**src/verilog/core_pkg.sv**
```systemverilog
//////////////////////////////
// shared widths, bridge setting addresses, video limits and
// enums of the core wrapper; imported by each module that needs them
//////////////////////////////

package core_pkg;

  //////////////////////////////
  // host bridge
  //////////////////////////////

  localparam int bridge_width = 32;

  // one word per setting
  localparam logic [bridge_width-1:0] addr_sgx           = 32'h0000_0004;
  localparam logic [bridge_width-1:0] addr_reset         = 32'h0000_0050;
  localparam logic [bridge_width-1:0] addr_turbo_tap     = 32'h0000_0100;
  localparam logic [bridge_width-1:0] addr_overscan      = 32'h0000_0200;
  localparam logic [bridge_width-1:0] addr_extra_sprites = 32'h0000_0204;

  // default length of the held core reset, in clk_74a cycles
  localparam int unsigned reset_hold_cycles = 32'h0010_0000;

  //////////////////////////////
  // video
  //////////////////////////////

  localparam int rgb_width         = 24;
  localparam int pixel_count_width = 10;
  localparam int line_count_width  = 9;

  // expected pixels per line
  localparam logic [pixel_count_width-1:0] line_width_narrow = 10'd352;
  localparam logic [pixel_count_width-1:0] line_width_wide   = 10'd512;

  // expected lines per frame
  localparam logic [line_count_width-1:0] lines_full     = 9'd240;
  localparam logic [line_count_width-1:0] lines_overscan = 9'd224;

  // border input drops a few pixels early, so masking is held on
  localparam int border_hold        = 4;
  localparam int border_count_width = $clog2(border_hold + 1);
  localparam logic [pixel_count_width-1:0] border_pixels = 10'd24;

  // hsync is pushed back so it never lands on the vsync pulse
  localparam int hs_hold        = 6;
  localparam int hs_count_width = $clog2(hs_hold + 1);

  // widest-line limits for mode detection
  localparam logic [pixel_count_width-1:0] slot_thresh_512 = 10'd480;
  localparam logic [pixel_count_width-1:0] slot_thresh_352 = 10'd330;
  localparam logic [pixel_count_width-1:0] slot_thresh_320 = 10'd280;

  // dot clock divider from the console
  typedef enum logic [1:0] {
    dot_256 = 2'd0,
    dot_352 = 2'd1,
    dot_512 = 2'd2
  } dot_mode_t;

  // mode code reported to the scaler
  typedef enum logic [1:0] {
    slot_256 = 2'd0,
    slot_320 = 2'd1,
    slot_352 = 2'd2
  } video_slot_t;

endpackage

```
**src/verilog/core_settings.sv**
```systemverilog
//////////////////////////////
// turns host bridge writes into setting levels for the console
// and holds the core in reset for a fixed count after a reset write
//////////////////////////////

`timescale 1ns/1ps

module core_settings
  import core_pkg::*;
#(
  parameter int unsigned reset_hold_cycles = core_pkg::reset_hold_cycles
) (
  input  logic                    clk_74a,
  input  logic                    pll_core_locked,

  input  logic                    bridge_wr,
  input  logic [bridge_width-1:0] bridge_addr,
  input  logic [bridge_width-1:0] bridge_wr_data,

  output logic                    sgx,
  output logic                    turbo_tap_enable,
  output logic                    overscan_enable,
  output logic                    extra_sprites_enable,
  output logic                    core_reset
);

  localparam int hold_width = $clog2(reset_hold_cycles + 1);

  logic [hold_width-1:0] hold_count;
  logic                  reset_write;

  assign reset_write = bridge_wr && (bridge_addr == addr_reset);

  //////////////////////////////
  // setting levels
  //////////////////////////////

  // each setting takes bit 0 of its word
  always_ff @(posedge clk_74a or negedge pll_core_locked) begin
    if (!pll_core_locked) begin
      sgx                  <= 1'b0;
      turbo_tap_enable     <= 1'b0;
      overscan_enable      <= 1'b0;
      extra_sprites_enable <= 1'b0;
    end else if (bridge_wr) begin
      case (bridge_addr)
        addr_sgx: begin
          sgx <= bridge_wr_data[0];
        end
        addr_turbo_tap: begin
          turbo_tap_enable <= bridge_wr_data[0];
        end
        addr_overscan: begin
          overscan_enable <= bridge_wr_data[0];
        end
        addr_extra_sprites: begin
          extra_sprites_enable <= bridge_wr_data[0];
        end
        default: begin
          // unused addresses fall through
        end
      endcase
    end
  end

  //////////////////////////////
  // held core reset
  //////////////////////////////

  // a new reset write restarts the count from the top
  always_ff @(posedge clk_74a or negedge pll_core_locked) begin
    if (!pll_core_locked) begin
      hold_count <= '0;
    end else if (reset_write) begin
      hold_count <= hold_width'(reset_hold_cycles);
    end else if (hold_count != '0) begin
      hold_count <= hold_count - 1'b1;
    end
  end

  // high for exactly reset_hold_cycles cycles after the write
  assign core_reset = (hold_count != '0);

endmodule

```
**src/verilog/core_top.sv**
```systemverilog
//////////////////////////////
// core wrapper top: bridge settings plus video shaping between
// the emulated console and the scaler, all on clk_74a
//////////////////////////////

`timescale 1ns/1ps

module core_top
  import core_pkg::*;
#(
  parameter int unsigned reset_hold_cycles = core_pkg::reset_hold_cycles
) (
  input  logic                    clk_74a,
  input  logic                    pll_core_locked,

  // host bridge
  input  logic                    bridge_wr,
  input  logic [bridge_width-1:0] bridge_addr,
  input  logic [bridge_width-1:0] bridge_wr_data,

  // raw video from the console
  input  logic                    h_blank,
  input  logic                    v_blank,
  input  logic                    hsync_core,
  input  logic                    vsync_core,
  input  logic                    border,
  input  logic [rgb_width-1:0]    rgb_core,
  input  dot_mode_t               dotclock_divider,

  // settings to the console
  output logic                    sgx,
  output logic                    turbo_tap_enable,
  output logic                    extra_sprites_enable,
  output logic                    core_reset,

  // video to the scaler
  output logic [rgb_width-1:0]    video_rgb,
  output logic                    video_de,
  output logic                    video_hs,
  output logic                    video_vs
);

  logic                         overscan_enable;
  logic                         hs_rise;
  logic                         vs_rise;
  logic                         raw_de;
  logic                         border_active;
  logic [pixel_count_width-1:0] pixel_count;
  logic [line_count_width-1:0]  line_count;
  logic                         line_started;
  logic                         frame_started;
  video_slot_t                  video_slot;
  logic                         de_stretched;
  logic                         de_stretched_prev;

  core_settings #(
    .reset_hold_cycles(reset_hold_cycles)
  ) u_settings (
    .clk_74a             (clk_74a),
    .pll_core_locked     (pll_core_locked),
    .bridge_wr           (bridge_wr),
    .bridge_addr         (bridge_addr),
    .bridge_wr_data      (bridge_wr_data),
    .sgx                 (sgx),
    .turbo_tap_enable    (turbo_tap_enable),
    .overscan_enable     (overscan_enable),
    .extra_sprites_enable(extra_sprites_enable),
    .core_reset          (core_reset)
  );

  video_line_tracker u_tracker (
    .clk_74a          (clk_74a),
    .pll_core_locked  (pll_core_locked),
    .h_blank          (h_blank),
    .v_blank          (v_blank),
    .hsync_core       (hsync_core),
    .vsync_core       (vsync_core),
    .border           (border),
    .dotclock_divider (dotclock_divider),
    .de_stretched     (de_stretched),
    .hs_rise          (hs_rise),
    .vs_rise          (vs_rise),
    .raw_de           (raw_de),
    .border_active    (border_active),
    .pixel_count      (pixel_count),
    .line_count       (line_count),
    .line_started     (line_started),
    .frame_started    (frame_started),
    .video_slot       (video_slot),
    .de_stretched_prev(de_stretched_prev)
  );

  video_output_shaper u_shaper (
    .clk_74a          (clk_74a),
    .pll_core_locked  (pll_core_locked),
    .overscan_enable  (overscan_enable),
    .dotclock_divider (dotclock_divider),
    .rgb_core         (rgb_core),
    .h_blank          (h_blank),
    .v_blank          (v_blank),
    .hs_rise          (hs_rise),
    .vs_rise          (vs_rise),
    .raw_de           (raw_de),
    .border_active    (border_active),
    .pixel_count      (pixel_count),
    .line_count       (line_count),
    .line_started     (line_started),
    .frame_started    (frame_started),
    .video_slot       (video_slot),
    .de_stretched_prev(de_stretched_prev),
    .video_de         (video_de),
    .video_rgb        (video_rgb),
    .video_vs         (video_vs),
    .video_hs         (video_hs),
    .de_stretched     (de_stretched)
  );

endmodule

```
**src/verilog/video_line_tracker.sv**
```systemverilog
//////////////////////////////
// follows the raw console video: sync edges, border masking,
// pixel and line counters and the mode of the widest line
//////////////////////////////

`timescale 1ns/1ps

module video_line_tracker
  import core_pkg::*;
(
  input  logic                         clk_74a,
  input  logic                         pll_core_locked,

  input  logic                         h_blank,
  input  logic                         v_blank,
  input  logic                         hsync_core,
  input  logic                         vsync_core,
  input  logic                         border,
  input  dot_mode_t                    dotclock_divider,
  input  logic                         de_stretched,

  output logic                         hs_rise,
  output logic                         vs_rise,
  output logic                         raw_de,
  output logic                         border_active,
  output logic [pixel_count_width-1:0] pixel_count,
  output logic [line_count_width-1:0]  line_count,
  output logic                         line_started,
  output logic                         frame_started,
  output video_slot_t                  video_slot,
  output logic                         de_stretched_prev
);

  logic                          hs_prev;
  logic                          vs_prev;
  logic                          raw_de_prev;
  dot_mode_t                     dot_prev;
  logic [border_count_width-1:0] border_count;
  logic [pixel_count_width-1:0]  max_pixel_count;
  logic                          raw_de_fall;

  assign hs_rise       = hsync_core && !hs_prev;
  assign vs_rise       = vsync_core && !vs_prev;
  assign border_active = border || (border_count != '0);
  assign raw_de        = !h_blank && !v_blank && !border_active;
  assign raw_de_fall   = raw_de_prev && !raw_de;

  //////////////////////////////
  // history registers
  //////////////////////////////

  always_ff @(posedge clk_74a or negedge pll_core_locked) begin
    if (!pll_core_locked) begin
      hs_prev           <= 1'b0;
      vs_prev           <= 1'b0;
      raw_de_prev       <= 1'b0;
      de_stretched_prev <= 1'b0;
      dot_prev          <= dot_256;
    end else begin
      hs_prev           <= hsync_core;
      vs_prev           <= vsync_core;
      raw_de_prev       <= raw_de;
      de_stretched_prev <= de_stretched;
      dot_prev          <= dotclock_divider;
    end
  end

  // reloads while border is high, then runs out
  always_ff @(posedge clk_74a or negedge pll_core_locked) begin
    if (!pll_core_locked) begin
      border_count <= '0;
    end else if (border) begin
      border_count <= border_count_width'(border_hold);
    end else if (border_count != '0) begin
      border_count <= border_count - 1'b1;
    end
  end

  //////////////////////////////
  // pixel and line counters
  //////////////////////////////

  always_ff @(posedge clk_74a or negedge pll_core_locked) begin
    if (!pll_core_locked) begin
      pixel_count   <= '0;
      line_started  <= 1'b0;
      line_count    <= '0;
      frame_started <= 1'b0;
    end else begin
      // keep counting to hsync once the first active pixel shows up
      if (hs_rise) begin
        pixel_count  <= '0;
        line_started <= 1'b0;
      end else if (raw_de || line_started) begin
        pixel_count  <= pixel_count + 1'b1;
        line_started <= 1'b1;
      end

      if (vs_rise) begin
        line_count    <= '0;
        frame_started <= 1'b0;
      end else begin
        if (hs_rise && frame_started) begin
          line_count <= line_count + 1'b1;
        end
        if (!hs_rise && (raw_de || line_started)) begin
          frame_started <= 1'b1;
        end
      end
    end
  end

  //////////////////////////////
  // mode detection
  //////////////////////////////

  // widest line so far; a dot mode switch makes the old tally stale
  always_ff @(posedge clk_74a or negedge pll_core_locked) begin
    if (!pll_core_locked) begin
      max_pixel_count <= '0;
    end else if (hs_rise || (dotclock_divider != dot_prev)) begin
      max_pixel_count <= '0;
    end else if (raw_de_fall && (pixel_count > max_pixel_count)) begin
      max_pixel_count <= pixel_count;
    end
  end

  // 512 wide lines share code 0 with 256
  always_comb begin
    if (max_pixel_count > slot_thresh_512) begin
      video_slot = slot_256;
    end else if (max_pixel_count > slot_thresh_352) begin
      video_slot = slot_352;
    end else if (max_pixel_count > slot_thresh_320) begin
      video_slot = slot_320;
    end else begin
      video_slot = slot_256;
    end
  end

endmodule

```
**src/verilog/video_output_shaper.sv**
```systemverilog
//////////////////////////////
// shapes tracked console video for the scaler: stretched data
// enable, border masking, sync pulses and the end-of-line mode word
//////////////////////////////

`timescale 1ns/1ps

module video_output_shaper
  import core_pkg::*;
(
  input  logic                         clk_74a,
  input  logic                         pll_core_locked,

  input  logic                         overscan_enable,
  input  dot_mode_t                    dotclock_divider,
  input  logic [rgb_width-1:0]         rgb_core,
  input  logic                         h_blank,
  input  logic                         v_blank,

  input  logic                         hs_rise,
  input  logic                         vs_rise,
  input  logic                         raw_de,
  input  logic                         border_active,
  input  logic [pixel_count_width-1:0] pixel_count,
  input  logic [line_count_width-1:0]  line_count,
  input  logic                         line_started,
  input  logic                         frame_started,
  input  video_slot_t                  video_slot,
  input  logic                         de_stretched_prev,

  output logic                         video_de,
  output logic [rgb_width-1:0]         video_rgb,
  output logic                         video_vs,
  output logic                         video_hs,
  output logic                         de_stretched
);

  logic [pixel_count_width-1:0] line_width;
  logic [line_count_width-1:0]  frame_lines;
  logic                         h_blank_ext;
  logic                         v_blank_ext;
  logic                         border_ext;
  logic                         line_end;
  logic [rgb_width-1:0]         mode_word;
  logic [hs_count_width-1:0]    hs_count;

  // 256 mode is pixel doubled, so only 352 differs
  assign line_width  = (dotclock_divider == dot_352) ? line_width_narrow : line_width_wide;
  assign frame_lines = overscan_enable ? lines_overscan : lines_full;

  //////////////////////////////
  // stretched data enable
  //////////////////////////////

  // blanking only counts once the line or frame is long enough
  assign h_blank_ext = h_blank && !(line_started && (pixel_count < line_width));
  assign v_blank_ext = v_blank && !(frame_started && (line_count < lines_full));
  assign border_ext  = border_active && (pixel_count < border_pixels);

  assign de_stretched = !h_blank_ext && !v_blank_ext && !border_ext &&
                        (pixel_count < line_width) && (line_count < frame_lines);
  assign video_de     = de_stretched;

  //////////////////////////////
  // rgb and end-of-line word
  //////////////////////////////

  assign line_end = de_stretched_prev && !de_stretched;

  // scaler reads the mode from bits 15:13 after the last pixel
  always_comb begin
    mode_word        = '0;
    mode_word[15:14] = video_slot;
    mode_word[13]    = overscan_enable;
  end

  always_comb begin
    if (raw_de) begin
      video_rgb = rgb_core;
    end else if (line_end) begin
      video_rgb = mode_word;
    end else begin
      video_rgb = '0;
    end
  end

  //////////////////////////////
  // sync pulses
  //////////////////////////////

  // single cycle on the raw vsync rise
  assign video_vs = vs_rise;

  always_ff @(posedge clk_74a or negedge pll_core_locked) begin
    if (!pll_core_locked) begin
      hs_count <= '0;
    end else if (hs_rise) begin
      hs_count <= hs_count_width'(hs_hold);
    end else if (hs_count != '0) begin
      hs_count <= hs_count - 1'b1;
    end
  end

  // lands hs_hold cycles after the raw rise
  assign video_hs = (hs_count == hs_count_width'(1));

endmodule
```
**config.mk**
```make
export PLATFORM = sky130hd
export DESIGN_NAME = core_top
export DESIGN_NICKNAME = d
export VERILOG_FILES = /design/src/verilog/core_pkg.sv /design/src/verilog/core_settings.sv /design/src/verilog/core_top.sv /design/src/verilog/video_line_tracker.sv /design/src/verilog/video_output_shaper.sv
export SDC_FILE = /design/constraint.sdc
export NUM_CORES = 1
export LEC_CHECK = 0
export BUFFER_PORTS_ARGS = -buffer_cell sky130_fd_sc_hd__buf_2
export CAP_MARGIN = 20
export CORE_UTILIZATION = 48
export CTS_BUF_LIST = sky130_fd_sc_hd__clkbuf_8
export DETAILED_ROUTE_END_ITERATION = 10
export PLACE_DENSITY = 0.87
export SLEW_MARGIN = 5
export SYNTH_ARGS = -nofsm -noshare
export SYNTH_HDL_FRONTEND = slang
export SYNTH_SLANG_ARGS = --single-unit
```
**constraint.sdc**
```tcl
create_clock -name clk_74a -period 2.2 [get_ports clk_74a]
set_input_delay 0.22 -clock clk_74a [delete_from_list [all_inputs] [get_ports clk_74a]]
set_output_delay 0.22 -clock clk_74a [all_outputs]
set_load 0.01 [all_outputs]
```
Word level (Yosys, flattened, before mapping)
Cells that the tools add are included.

Flip-flop bits (word level): 68. Input port bits: 98. Logic and storage cells: 110.

Add/subtract/negate cells: 5. $lt $le $gt $ge: 8. Equal/unequal tests: 8. Mux-type cells: 23. Reductions and logical operators: 49.

Operators with widths (number): $eq A32 B10 Y1 const B (2); $mux W10 (5); $mux W21 (2); $eq A32 B3 Y1 const B (1); $eq A32 B7 Y1 const B (1); $eq A32 B9 Y1 const B (1); $gt A10 B9 Y1 const B (3); $mux W24 (1); $reduce_bool A21 Y1 (1); $sub A21 B1 Y21 const B (1); $logic_and A1 B1 Y1 (19); $mux W9 (2); $mux W16 (1); $reduce_bool A2 Y1 (7); $logic_not A1 Y1 (13); $mux W3 (4); $add A10 B1 Y10 const B (1); $gt A10 B10 Y1 (1); $lt A10 B10 Y1 (1); $lt A10 B5 Y1 const B (1); $add A9 B1 Y9 const B (1); $lt A9 B8 Y1 const B (1); $lt A9 B9 Y1 (1); $reduce_and A2 Y1 (4); 9 further kinds (18).

Longest topological paths before layout
Gate-level depths: netlist of run 1.

Depth after elaboration: 15. Depth in mapped cells: 8.

Hierarchy
A second synthesis of run 1 with hierarchy kept.

Cells, all modules: 429. Area, all modules: 4043.9 um2.

Modules (own cells, without submodules): video_line_tracker (times used 1, cells each 221, area an instance 2162.1 um2, sequential area each 1001.0 um2); core_settings (times used 1, cells each 148, area an instance 1431.4 um2, sequential area each 625.6 um2); video_output_shaper (times used 1, cells each 60, area an instance 450.4 um2, sequential area each 75.1 um2).

Worst setup path after synthesis of run 1
Ideal clock, no wire load.

Path type: register -> output. Start: register u_tracker.border_count[0]. End: output port video_rgb[10]. Arrival: 1.969 ns. Data required time: 1.980 ns. Slack: 0.011 ns. Stages on the path, launching flop included: 8. Buffers on the path: 2. Cells stage by stage: dfrtp_1 -> inv_1 -> ha_1 -> or3b_2 -> nor3_1 -> clkbuf_1 -> clkbuf_1 -> and2_1.

Cells in the longest elaborated chain, start to end: 5.

Ends and longest elaborated chain: start: declaration (line video_line_tracker.sv:38) `logic [border_count_width-1:0] border_count;`; start signal: assignment (line video_line_tracker.sv:73) `border_count <= border_count_width'(border_hold);`; start signal: assignment (line video_line_tracker.sv:75) `border_count <= border_count - 1'b1;`; $reduce_bool A3 Y1 (line video_line_tracker.sv:44) `assign border_active = border || (border_count != '0);`; $logic_or A1 B1 Y1 (line video_line_tracker.sv:44); $logic_not A1 Y1 (line video_line_tracker.sv:45) `assign raw_de = !h_blank && !v_blank && !border_active;`; $logic_and A1 B1 Y1 (line video_line_tracker.sv:45); net raw_de (line core_top.sv:46) `logic raw_de;`; $mux W24 (line video_output_shaper.sv:78) `if (raw_de) begin`; end: declaration (line core_top.sv:37) `output logic [rgb_width-1:0] video_rgb,`.

The timed path passes the listed nets, and every way through them passes these cells.

Worst setup path after layout of run 1
Start: register u_tracker.border_count[0]. End: output port video_rgb[15].

Cells in the longest elaborated chain, start to end: 11. Elaborated cells on any way between the ends: 13. Those cells by class: mux: 2; reduce/logical: 11.

Ends and longest elaborated chain: $reduce_bool A3 Y1 * (line video_line_tracker.sv:44); $logic_or A1 B1 Y1 * (line video_line_tracker.sv:44); $logic_and A1 B1 Y1 (line video_output_shaper.sv:58) `assign border_ext = border_active && (pixel_count < border_pixels);`; $logic_not A1 Y1 (line video_output_shaper.sv:60) `assign de_stretched = !h_blank_ext && !v_blank_ext && !border_ext &&`; $logic_and A1 B1 Y1 (2 in series) (line video_output_shaper.sv:60); $logic_and A1 B1 Y1 (line video_output_shaper.sv:61) `(pixel_count < line_width) && (line_count < frame_lines);`; $logic_not A1 Y1 (line video_output_shaper.sv:68) `assign line_end = de_stretched_prev && !de_stretched;`; $logic_and A1 B1 Y1 (line video_output_shaper.sv:68); $mux W16 (line video_output_shaper.sv:80) `end else if (line_end) begin`; $mux W24 * (line video_output_shaper.sv:78).

Every way passes the cells marked *; elsewhere a longest branch is shown, timed or not.

==> run_results.csv, run 1 <==
group,metric,value,unit
sta,min_period,2.42,ns
job,cap_violations,0,
cells_and_area,syn2layout_area_growth,33.9,%
clock_network,cts_max_level,3,
grt,grt_max_degree,42,
grt,antenna_found_initial,0,
yosys,synth_seq_area_share,0.423,
grt,grt_pass1_vias,3888,
route,firstDrtPassIters,5,
setup_path,start_kind,"flip-flop",
yosys,synth-seq-cells,68,
sta,finalMaxSlewViolations,0,
sta,hold_ws,0.0171,ns
power,ir_drop,0.412,mV
yosys,mappedNetlistArea,4020,µm²
placed_design,dp_hpwl,7450,µm
min_path,hold_class,"input port to flip-flop",
yosys,synth_edf_count,0,
sta,grt_setup_unrepaired,"yes",
placed_design,numPortBuffers,97,
grt,grt_usage,0.249,
floorplanning,row_count,33,
yosys,synth_area_leaders,"dfrtp_1 (42%), ha_1 (6.2%), xnor2_1 (4.6%)",
cells_and_area,n_antenna_cell,0,
yosys,ys_top_cells_by_count,"dfrtp_1 (68), nor2_1 (47), nand2_1 (41), inv_1 (25), a21oi_1 (23)",
yosys,synth.top_cell.area_share,0.423,
power,p_sw,0.925,mW
sta,fin_skew,0.0149,ns
yosys,syn_nets,553,
sta,slew_headroom,0.569,
floorplanning,io_pins,129,
yosys,synthDistinctLibCells,56,
setup_path,critPathCaptureType,"primary output",
cells_and_area,layoutNonFillerInstCount,690,
cells_and_area,multi_input_comb_area,2340,µm²
power,p_clk_frac,0.294,
route,wl_per_cell,16.0,µm
floorplanning,start_util,0.492,
power,finalPower,3.04,mW
clock_network,ctsLongestPathBuffers,2,
clock_network,cts_buffers,9,
placed_design,place_inst,658,
sta,max_freq,413,MHz
cells_and_area,drive_gt1_frac,0.359,
cells_and_area,fill_cells,600,
yosys,synthFlopType,"dfrtp_1",
floorplanning,core_area,8180,µm²
cells_and_area,seqCellArea,1700,µm²
sta,hold_viol,0,
cells_and_area,post-route-util,0.659,
power,combPwrFrac,0.243,
floorplanning,die_area,8750,µm²
clock_network,clk_latency,0.35,ns
route,antenna_left,0,
sta,worst_slew_pin_slew,0.646,ns
power,p_leak,2.40,nW
yosys,avgSynthCellArea,9.24,µm²
yosys,synth.most_common_cell,"dfrtp_1",
setup_path,cp_max_fo,4,
power,powerDensity,565,nW/µm²
placed_design,place_congestion,0.886,
setup_path,worst-setup-path-type,"flip-flop to primary output",
sta,finalSetupViolCount,29,
yosys,ys_async_sr_fraction,1.00,
floorplanning,die_y,93.5,µm
clock_network,cts_tree,"done",
setup_path,cp_data_arrival_time,2.20,ns
outcome,failed_checks,"negative setup slack",
yosys,synthCells,435,
power,switching_share,0.304,
grt,grt.overflow.total,0,
route,via_count,3916,
route,drt-vias-per-instance,5.68,
outcome,outcome,"finished with violations",
setup_path,crit_required,1.98,ns
sta,min_period_over_period,1.10,
clock_network,clk_pin_slew,0.07,ns
route,drt_iter0_markers,233,
cells_and_area,layout.nets,698,
floorplanning,die_w,93.5,µm
route,wl,11100,µm
yosys,synth_warnings,0,
clock_network,clock-root-buffer,"clkbuf_8",
power,seqPwrFrac,0.463,
sta,fin_ws,-0.219,ns
yosys,yosysTopAreaCell,"dfrtp_1",
power,internal-power,2.12,mW
route,drc,0,
clock_network,clock-sinks,68,
grt,grt_pass1_wl,17100,µm
sta,setup_tns,-3.96,ns
[timing repair]
action | CTS | global route
endpoints found under the setup margin | 37 | 51
setup buffers | 8 | 7
endpoints found under the hold margin | 28 | 0
cloned | 0 | 1
pin swaps | 8 | 5
hold buffers | 2 | 0
gates resized for setup | 23 | 23
[sequential cells by signal (all words and copies together) (netlist names), 2 cells and up]
register and flops:
u_tracker.dot_prev 2, u_shaper.hs_count 3, u_tracker.line_count 9, u_settings.hold_count 21, u_tracker.border_count 3, u_tracker.pixel_count 10, u_tracker.max_pixel_count 10
[final cells by class]
class | instances | share of cell area
clock buffers | 9 | 0.0230
clock inverters | 7 | 0.00813
inverters | 25 | 0.0174
multi-input cells | 329 | 0.435
flip-flops and latches | 68 | 0.316
well taps | 105 | 0.0244
repair buffers | 147 | 0.175
[through the flow]
step           setup slack, ns  cell area (µm²)
4_1_cts                 -0.206             5230
3_5_place_dp           -0.0647             4880
2_1_floorplan           0.0111             4020
6_report                -0.219             5390
5_1_grt                 -0.290             5390
3_3_place_gp           -0.0284             4880
[cell usage in the layout (no fill, tap or decap), drive strengths merged, types with 2 or more instances in the layout]
| cell type | count |
|---|---|
| buf | 144 |
| dfrtp | 68 |
| nor2 | 47 |
| nand2 | 42 |
| inv | 25 |
| a21oi | 23 |
| and2 | 22 |
| xnor2 | 21 |
| ha | 20 |
| nor3 | 17 |
| nor4 | 12 |
| xor2 | 11 |
| nand4 | 10 |
| mux2i | 10 |
| nand3 | 10 |
| clkbuf | 10 |
| o21ai | 10 |
| or4 | 9 |
| o31ai | 8 |
| nor2b | 7 |
| clkinv | 5 |
| a211oi | 5 |
| nand2b | 4 |
| mux2 | 4 |
| or3 | 4 |
| nand4b | 3 |
| and4 | 3 |
| nor4b | 3 |
| or4b | 2 |
| a211o | 2 |
| nand3b | 2 |
| and3 | 2 |
| clkinvlp | 2 |
| dlygate4sd3 | 2 |
| o211a | 2 |
[critical path: stages, from the launching register on]
cell and delay [ns]:
dfrtp_1 0.40, inv_2 0.09, ha_4 0.14, or3b_4 0.40, buf_6 0.13, nand4_1 0.06
and4_4 0.23, and2_4 0.20, o31ai_4 0.08, buf_2 0.14
[cells by family after synthesis]
family | after synthesis | synth area share
and+or+nand+nor | 202 | 0.275
DFF | 68 | 0.423
AOI/OAI and AO/OA | 61 | 0.0980
buffers and inverters | 38 | 0.0358
xor gates and xnor gates | 32 | 0.0697
adders and majority gates | 20 | 0.0622
muxes | 14 | 0.0361
[worst paths after layout]
| path | end | startpoint | cells after the start | slack (ns) |
|---|---|---|---|---|
| worst min register to register | u_shaper.hs_count[1] | u_shaper.hs_count[1] | 1 | 0.50 |
| worst max register to register | u_tracker.pixel_count[6] | u_tracker.border_count[0] | 9 | -0.01 |
| worst max-delay path | video_rgb[15] | u_tracker.border_count[0] | 9 | -0.22 |
| worst min-delay path | u_tracker.dot_prev[0] | dotclock_divider[0] | 1 | 0.02 |
| max in group asynchronous | u_tracker.pixel_count[6] | pll_core_locked | 3 | 1.10 |
| min in group asynchronous | u_settings.hold_count[17] | pll_core_locked | 2 | 0.46 |
[per-layer routing]
metal  global-route usage  vias up  part of all wire
met2                0.428      171              0.52
met4                0.122        0             0.028
met1                0.302     1888              0.40
met3               0.0407       35             0.058
met5                    0        -                 0
li1                     -     1822                 -
[power groups by stage]
stage	registers, mW	logic, mW	clock network [mW]
3_3_place_gp	1.42	0.556	0
3_5_place_dp	1.42	0.595	0
2_1_floorplan	1.41	0.336	0
5_1_grt	1.42	0.821	0.966
6_report	1.41	0.740	0.895
4_1_cts	1.40	0.683	0.907
Power figures use the tool's default switching activity.
==> inputs of run 2 (changes only) <==
--- a/config.mk
+++ b/config.mk
@@ -7,11 +7,13 @@
 export LEC_CHECK = 0
 export BUFFER_PORTS_ARGS = -buffer_cell sky130_fd_sc_hd__buf_2
 export CAP_MARGIN = 20
-export CORE_UTILIZATION = 48
+export CORE_MARGIN = 2
+export CORE_UTILIZATION = 57
 export CTS_BUF_LIST = sky130_fd_sc_hd__clkbuf_8
 export DETAILED_ROUTE_END_ITERATION = 10
-export PLACE_DENSITY = 0.87
+export PLACE_DENSITY = 0.95
 export SLEW_MARGIN = 5
 export SYNTH_ARGS = -nofsm -noshare
 export SYNTH_HDL_FRONTEND = slang
+export SYNTH_HIERARCHICAL = 1
 export SYNTH_SLANG_ARGS = --single-unit
==> constraint.sdc (replaced) <==
create_clock -name clk_74a -period 3.07 [get_ports clk_74a]
set_input_delay 0.307 -clock clk_74a [delete_from_list [all_inputs] [get_ports clk_74a]]
set_output_delay 0.307 -clock clk_74a [all_outputs]
set_load 0.01 [all_outputs]
==> run 2 against run 1 <==
The run now ends clean. Non-clock buffer count shrank 43. Sequential cell count unchanged. Clock-buffer cell count is the same. Utilization grew 5.5 points. Largest power group unchanged.
==> run_results.csv, run 2 <==
group,metric,value,unit
placed_design,dp_slack,0.837,ns
floorplanning,row_count,30,
power,finalPower,2.23,mW
yosys,synth-seq-cells,68,
placed_design,numPortBuffers,97,
placed_design,place_inst,615,
power,ir_drop,0.468,mV
yosys,synthCells,429,
yosys,synth.most_common_cell,"dfrtp_1",
clock_network,cts_tree,"done",
power,seqPwrFrac,0.457,
cells_and_area,post-route-util,0.714,
placed_design,dp_hpwl,6990,µm
floorplanning,io_pins,129,
cells_and_area,seqCellArea,1700,µm²
setup_path,start_kind,"flip-flop",
clock_network,clk_pin_slew,0.08,ns
sta,hold_viol,0,
grt,grt_usage,0.269,
route,wl,9560,µm
power,internal-power,1.58,mW
yosys,synthFlopType,"dfrtp_1",
cells_and_area,n_antenna_cell,0,
yosys,mappedNetlistArea,4040,µm²
setup_path,cp_max_fo,27,
setup_path,worst-setup-path-type,"flip-flop to primary output",
job,cap_violations,0,
floorplanning,start_util,0.592,
floorplanning,die_w,88.2,µm
cells_and_area,fin_area,4870,µm²
yosys,synth_seq_area_share,0.421,
sta,max_freq,383,MHz
clock_network,ctsLongestPathBuffers,2,
sta,worst_slew_pin_slew,0.714,ns
cells_and_area,drive_gt1_frac,0.267,
yosys,synth_warnings,6,
power,combPwrFrac,0.173,
cells_and_area,largest_reg_flops,21,
sta,min_period_over_period,0.850,
yosys,yosysTopAreaCell,"dfrtp_1",
sta,grt_setup_unrepaired,"no",
sta,fin_skew,0.0117,ns
grt,grt_pass1_wl,16200,µm
route,via_count,3606,
setup_path,r2r_start,"u_settings/hold_count[0]",
cells_and_area,top_regs,"u_settings/hold_count x21, u_tracker/max_pixel_count x10, u_tracker/pixel_count x10",
yosys,synth_edf_count,0,
sta,fin_ws,0.460,ns
sta,finalMaxSlewViolations,0,
yosys,ys_top_cells_by_count,"dfrtp_1 (68), nor2_1 (48), nand2_1 (36), inv_1 (27), xor2_1 (24)",
power,powerDensity,457,nW/µm²
cells_and_area,final_common_cell,"buf_2",
clock_network,clk_latency,0.35,ns
route,antenna_left,0,
sta,finalSetupViolCount,0,
yosys,syn_nets,546,
power,p_leak,2.20,nW
route,firstDrtPassIters,4,
route,wl_per_cell,15.1,µm
yosys,synth.top_cell.area_share,0.421,
floorplanning,die_area,7780,µm²
route,drt-vias-per-instance,5.71,
floorplanning,die_y,88.2,µm
power,p_clk_frac,0.370,
route,drc,0,
clock_network,cts_resized,0,
grt,antenna_found_initial,0,
cells_and_area,largest_register,"u_settings/hold_count",
setup_path,r2r_slack,0.83,ns
clock_network,cts_buffers,9,
setup_path,crit_required,2.76,ns
yosys,synth_area_leaders,"dfrtp_1 (42%), ha_1 (5.9%), xor2_1 (5.2%)",
setup_path,critPathCaptureType,"primary output",
grt,grt_pass1_vias,3545,
clock_network,post_cts.repair.setup_buffers,0,
grt,grt.overflow.total,0,
sta,slew_headroom,0.524,
outcome,outcome,"finished clean",
clock_network,clock-root-buffer,"clkbuf_8",
yosys,ys_async_sr_fraction,1.00,
cells_and_area,layoutNonFillerInstCount,631,
yosys,avgSynthCellArea,9.43,µm²
sta,hold_ws,0.00181,ns
floorplanning,core_area,6830,µm²
setup_path,cp_data_arrival_time,2.30,ns
setup_path,r2r_end,"u_settings/hold_count[12]",
placed_design,place_area,4650,µm²
route,drt_iter0_markers,282,
clock_network,clock-sinks,68,
clock_network,cts_hold_buf,0,
clock_network,cts_max_level,3,
cells_and_area,layout.nets,647,
cells_and_area,fill_cells,491,
sta,setup_tns,0,ns
sta,min_period,2.61,ns
cells_and_area,final_cell_mix,"buf_2 (97), dfrtp_1 (68), nor2_1 (48)",
grt,grt_max_degree,39,
yosys,synthDistinctLibCells,57,
cells_and_area,syn2layout_area_growth,20.5,%
power,switching_share,0.288,
power,p_sw,0.642,mW
cells_and_area,multi_input_comb_area,2180,µm²
placed_design,place_congestion,0.879,
setup_path,reg2reg_depth,7,
min_path,hold_class,"input port to asynchronous set/reset pin",
run 2: critical path: stages (launching register included):
cell      delay [ns]
dfrtp_1         0.41
inv_1           0.09
ha_1            0.23
nand2b_4        0.10
or2_1           0.24
nor3_2          0.11
buf_4           0.25
nor2b_1         0.10
a32o_1          0.27
buf_2           0.14
run 2: power groups by stage:
stage               Combinational [mW]  Sequential (mW)  Clock, mW
floorplan                        0.250             1.01          0
global placement                 0.354             1.02          0
detailed placement               0.381             1.03          0
CTS                              0.387             1.02      0.836
global route                     0.436             1.03      0.887
finish                           0.386             1.02      0.823
run 2: final cells by class:
type / instances / area share
clock buffer: 9 / 0.0254
clock inverter: 7 / 0.0203
inverter: 27 / 0.0208
multi-input combinational: 320 / 0.447
sequential: 68 / 0.349
tap: 96 / 0.0246
timing repair buffer: 104 / 0.113
run 2: layer usage:
metal	part of all wire	global-route usage	wire length, µm	vias up
li1	-	-	-	1706
met4	0.019	0.103	183	0
met1	0.41	0.338	3890	1734
met3	0.053	0.0354	510	17
met2	0.52	0.474	4970	149
met5	0	0	0	-
run 2: logic make-up after synthesis:
kind of cell,count (synthesis),synth area share
compound gates,52,0.0931
flops,68,0.421
fa+ha+maj,19,0.0588
simple gates,203,0.279
xor+xnor,30,0.0650
mux,16,0.0408
buf+inv,41,0.0421
run 2: how the worst max path moves through the flow:
stage / startpoint / to / slack (ns) / cells after the start
floorplan: u_tracker/border_count[0] / video_rgb[13] / 1.07 / 7
global placement: u_settings/hold_count[0] / u_settings/hold_count[12] / 0.93 / 7
detailed placement: u_tracker/border_count[0] / video_rgb[15] / 0.84 / 9
CTS: u_tracker/border_count[0] / video_rgb[15] / 0.45 / 9
global route: u_settings/hold_count[0] / core_reset / 0.34 / 6
finish: u_tracker/border_count[0] / video_rgb[15] / 0.46 / 9
==> inputs of run 3 (changes only) <==
--- a/config.mk
+++ b/config.mk
@@ -7,7 +7,7 @@
 export LEC_CHECK = 0
 export BUFFER_PORTS_ARGS = -buffer_cell sky130_fd_sc_hd__buf_2
 export CAP_MARGIN = 20
-export CORE_MARGIN = 2
+export CORE_MARGIN = 4
 export CORE_UTILIZATION = 57
 export CTS_BUF_LIST = sky130_fd_sc_hd__clkbuf_8
 export DETAILED_ROUTE_END_ITERATION = 10
==> run 3 against run 2 <==
Die area up 9.3%. Fmax increased by 0.32%. Largest cell class unchanged. Design area decreased by 0.67%. Clock power decreased by 7.9%. Critical endpoint is now video_rgb[13].
==> run_results.csv, run 3 (synthesis results as in run 2) <==
group,metric,value,unit
outcome,outcome,"finished clean",
power,combPwrFrac,0.175,
grt,grt_pass1_vias,3607,
clock_network,cts_max_level,3,
route,drt_iter0_markers,232,
floorplanning,row_count,30,
grt,grt_pass1_wl,16600,µm
sta,grt_setup_unrepaired,"no",
min_path,hp-start,"vsync_core",
route,antenna_left,0,
route,drt-vias-per-instance,5.78,
floorplanning,io_pins,129,
route,via_count,3647,
clock_network,post_cts.repair.setup_buffers,0,
min_path,min_to,"u_tracker/vs_prev",
floorplanning,die_y,92.2,µm
cells_and_area,layout.nets,647,
floorplanning,die_w,92.2,µm
route,wl_per_cell,15.8,µm
sta,hold_viol,0,
placed_design,place_congestion,0.865,
sta,fin_skew,0.0109,ns
power,seqPwrFrac,0.473,
sta,setup_tns,0,ns
setup_path,crit_path_cell_trace,"inv_1 > ha_1 > nand2b_4 > or2_1 > nor3_2 > buf_4 > nor2b_1 > a32o_1 > buf_2",
route,wl,9960,µm
grt,grt_usage,0.242,
sta,worst_slew_pin_slew,0.839,ns
route,drc,0,
sta,finalSetupViolCount,0,
setup_path,max_stage_delay,0.40,ns
min_path,holdPathStages,1,
grt,grt.overflow.total,0,
min_path,hold_class,"input port to flip-flop",
sta,finalMaxSlewViolations,0,
power,p_leak,2.19,nW
job,cap_violations,0,
cells_and_area,final_cell_mix,"buf_2 (97), dfrtp_1 (68), nor2_1 (48)",
cells_and_area,largest_register,"u_settings/hold_count",
cells_and_area,n_antenna_cell,0,
setup_path,start_kind,"flip-flop",
clock_network,clock-sinks,68,
power,powerDensity,444,nW/µm²
clock_network,cts_resized,0,
setup_path,r2r_end,"u_settings/hold_count[12]",
power,p_clk_frac,0.352,
sta,min_period_over_period,0.847,
sta,max_freq,384,MHz
clock_network,cts_hold_buf,0,
sta,min_period,2.60,ns
cells_and_area,fill_cells,503,
clock_network,cts_tree,"done",
setup_path,critPathCaptureType,"primary output",
power,internal-power,1.54,mW
clock_network,clk_pin_slew,0.07,ns
cells_and_area,largest_reg_flops,21,
route,firstDrtPassIters,5,
placed_design,numPortBuffers,97,
setup_path,r2r_start,"u_settings/hold_count[0]",
grt,grt_max_degree,69,
placed_design,dp_hpwl,7240,µm
setup_path,r2r_slack,0.69,ns
power,finalPower,2.15,mW
floorplanning,die_area,8510,µm²
setup_path,crit_required,2.76,ns
clock_network,clock-root-buffer,"clkbuf_8",
grt,antenna_found_initial,0,
setup_path,cp_data_arrival_time,2.29,ns
floorplanning,start_util,0.592,
setup_path,slowest_stage,"dfrtp_1",
cells_and_area,syn2layout_area_growth,19.7,%
sta,slew_headroom,0.440,
clock_network,cts_buffers,9,
cells_and_area,drive_gt1_frac,0.265,
cells_and_area,final_common_cell,"buf_2",
setup_path,reg2reg_depth,7,
setup_path,worst-setup-path-type,"flip-flop to primary output",
setup_path,cp_max_fo,27,
power,p_sw,0.615,mW
power,ir_drop,0.305,mV
clock_network,clk_latency,0.35,ns
floorplanning,core_area,6830,µm²
clock_network,ctsLongestPathBuffers,2,
cells_and_area,top_regs,"u_settings/hold_count x21, u_tracker/max_pixel_count x10, u_tracker/pixel_count x10",
power,switching_share,0.286,
run 3: changes by cell type in the layout (fill, tap and decap cells not counted):
cell	change
bufinv_16	-1
clkinv_4	-2
clkinv_2	+1
inv_6	-1
buf_12	-1
inv_1	+1
buf_4	+1
clkbuf_8	+2
run 3: how the worst max path moves through the flow:
stage                                         start                         to  slack [ns]  cells after the start
after floorplan           u_tracker/border_count[0]              video_rgb[13]        1.07                      7
after global placement     u_settings/hold_count[0]  u_settings/hold_count[12]        0.94                      7
after detailed placement  u_tracker/border_count[0]              video_rgb[14]        0.84                      9
after CTS                 u_tracker/border_count[0]              video_rgb[15]        0.45                      9
after global routing      u_tracker/border_count[0]              video_rgb[14]        0.30                      9
final                     u_tracker/border_count[0]              video_rgb[13]        0.47                      9
run 3: per-layer routing:
| layer | vias up | GRT usage | routed length (µm) |
|---|---|---|---|
| met3 | 20 | 0.0517 | 686 |
| met1 | 1763 | 0.294 | 3940 |
| met2 | 164 | 0.421 | 5110 |
| met4 | 0 | 0.0941 | 215 |
| li1 | 1700 | - | - |
| met5 | - | 0 | 0 |
run 3: power by group through the flow:
stage	sequential [mW]	combinational, mW	clock, mW
floorplan	1.01	0.250	0
global placement	1.03	0.350	0
detailed placement	1.03	0.375	0
CTS	1.01	0.378	0.767
global route	1.03	0.429	0.808
finish	1.02	0.376	0.758
run 3: final cells by class:
class	instances	area (µm²)	area share
Clock inverter	5	51.3	0.0106
Tap cell	96	120	0.0248
Clock buffer	11	151	0.0313
Inverter	27	101	0.0209
Sequential cell	68	1700	0.351
Multi-Input combinational cell	320	2180	0.450
Timing Repair Buffer	104	538	0.111
run 3: critical path: cells and delay by family (launching register included):
kind	cells	cell delay (ns)
and+or+nand+nor	4	0.56
AOI/OAI and AO/OA	1	0.26
adders and majority gates	1	0.23
buffers and inverters	3	0.48
DFF	1	0.40
run 3: stage by stage:
step | hold slack (ns) | cells | util | instance area (µm²) | setup slack (ns)
floorplan | 0.0114 | 429 | - | 4040 | 1.07
global route | 0.0770 | 631 | 0.709 | 4840 | 0.301
global placement | 0.434 | 615 | 0.679 | 4640 | 0.936
CTS | 0.0696 | 631 | 0.709 | 4840 | 0.450
detailed placement | 0.436 | 615 | 0.679 | 4640 | 0.838
finish | 0.0817 | 631 | 0.709 | 4840 | 0.469
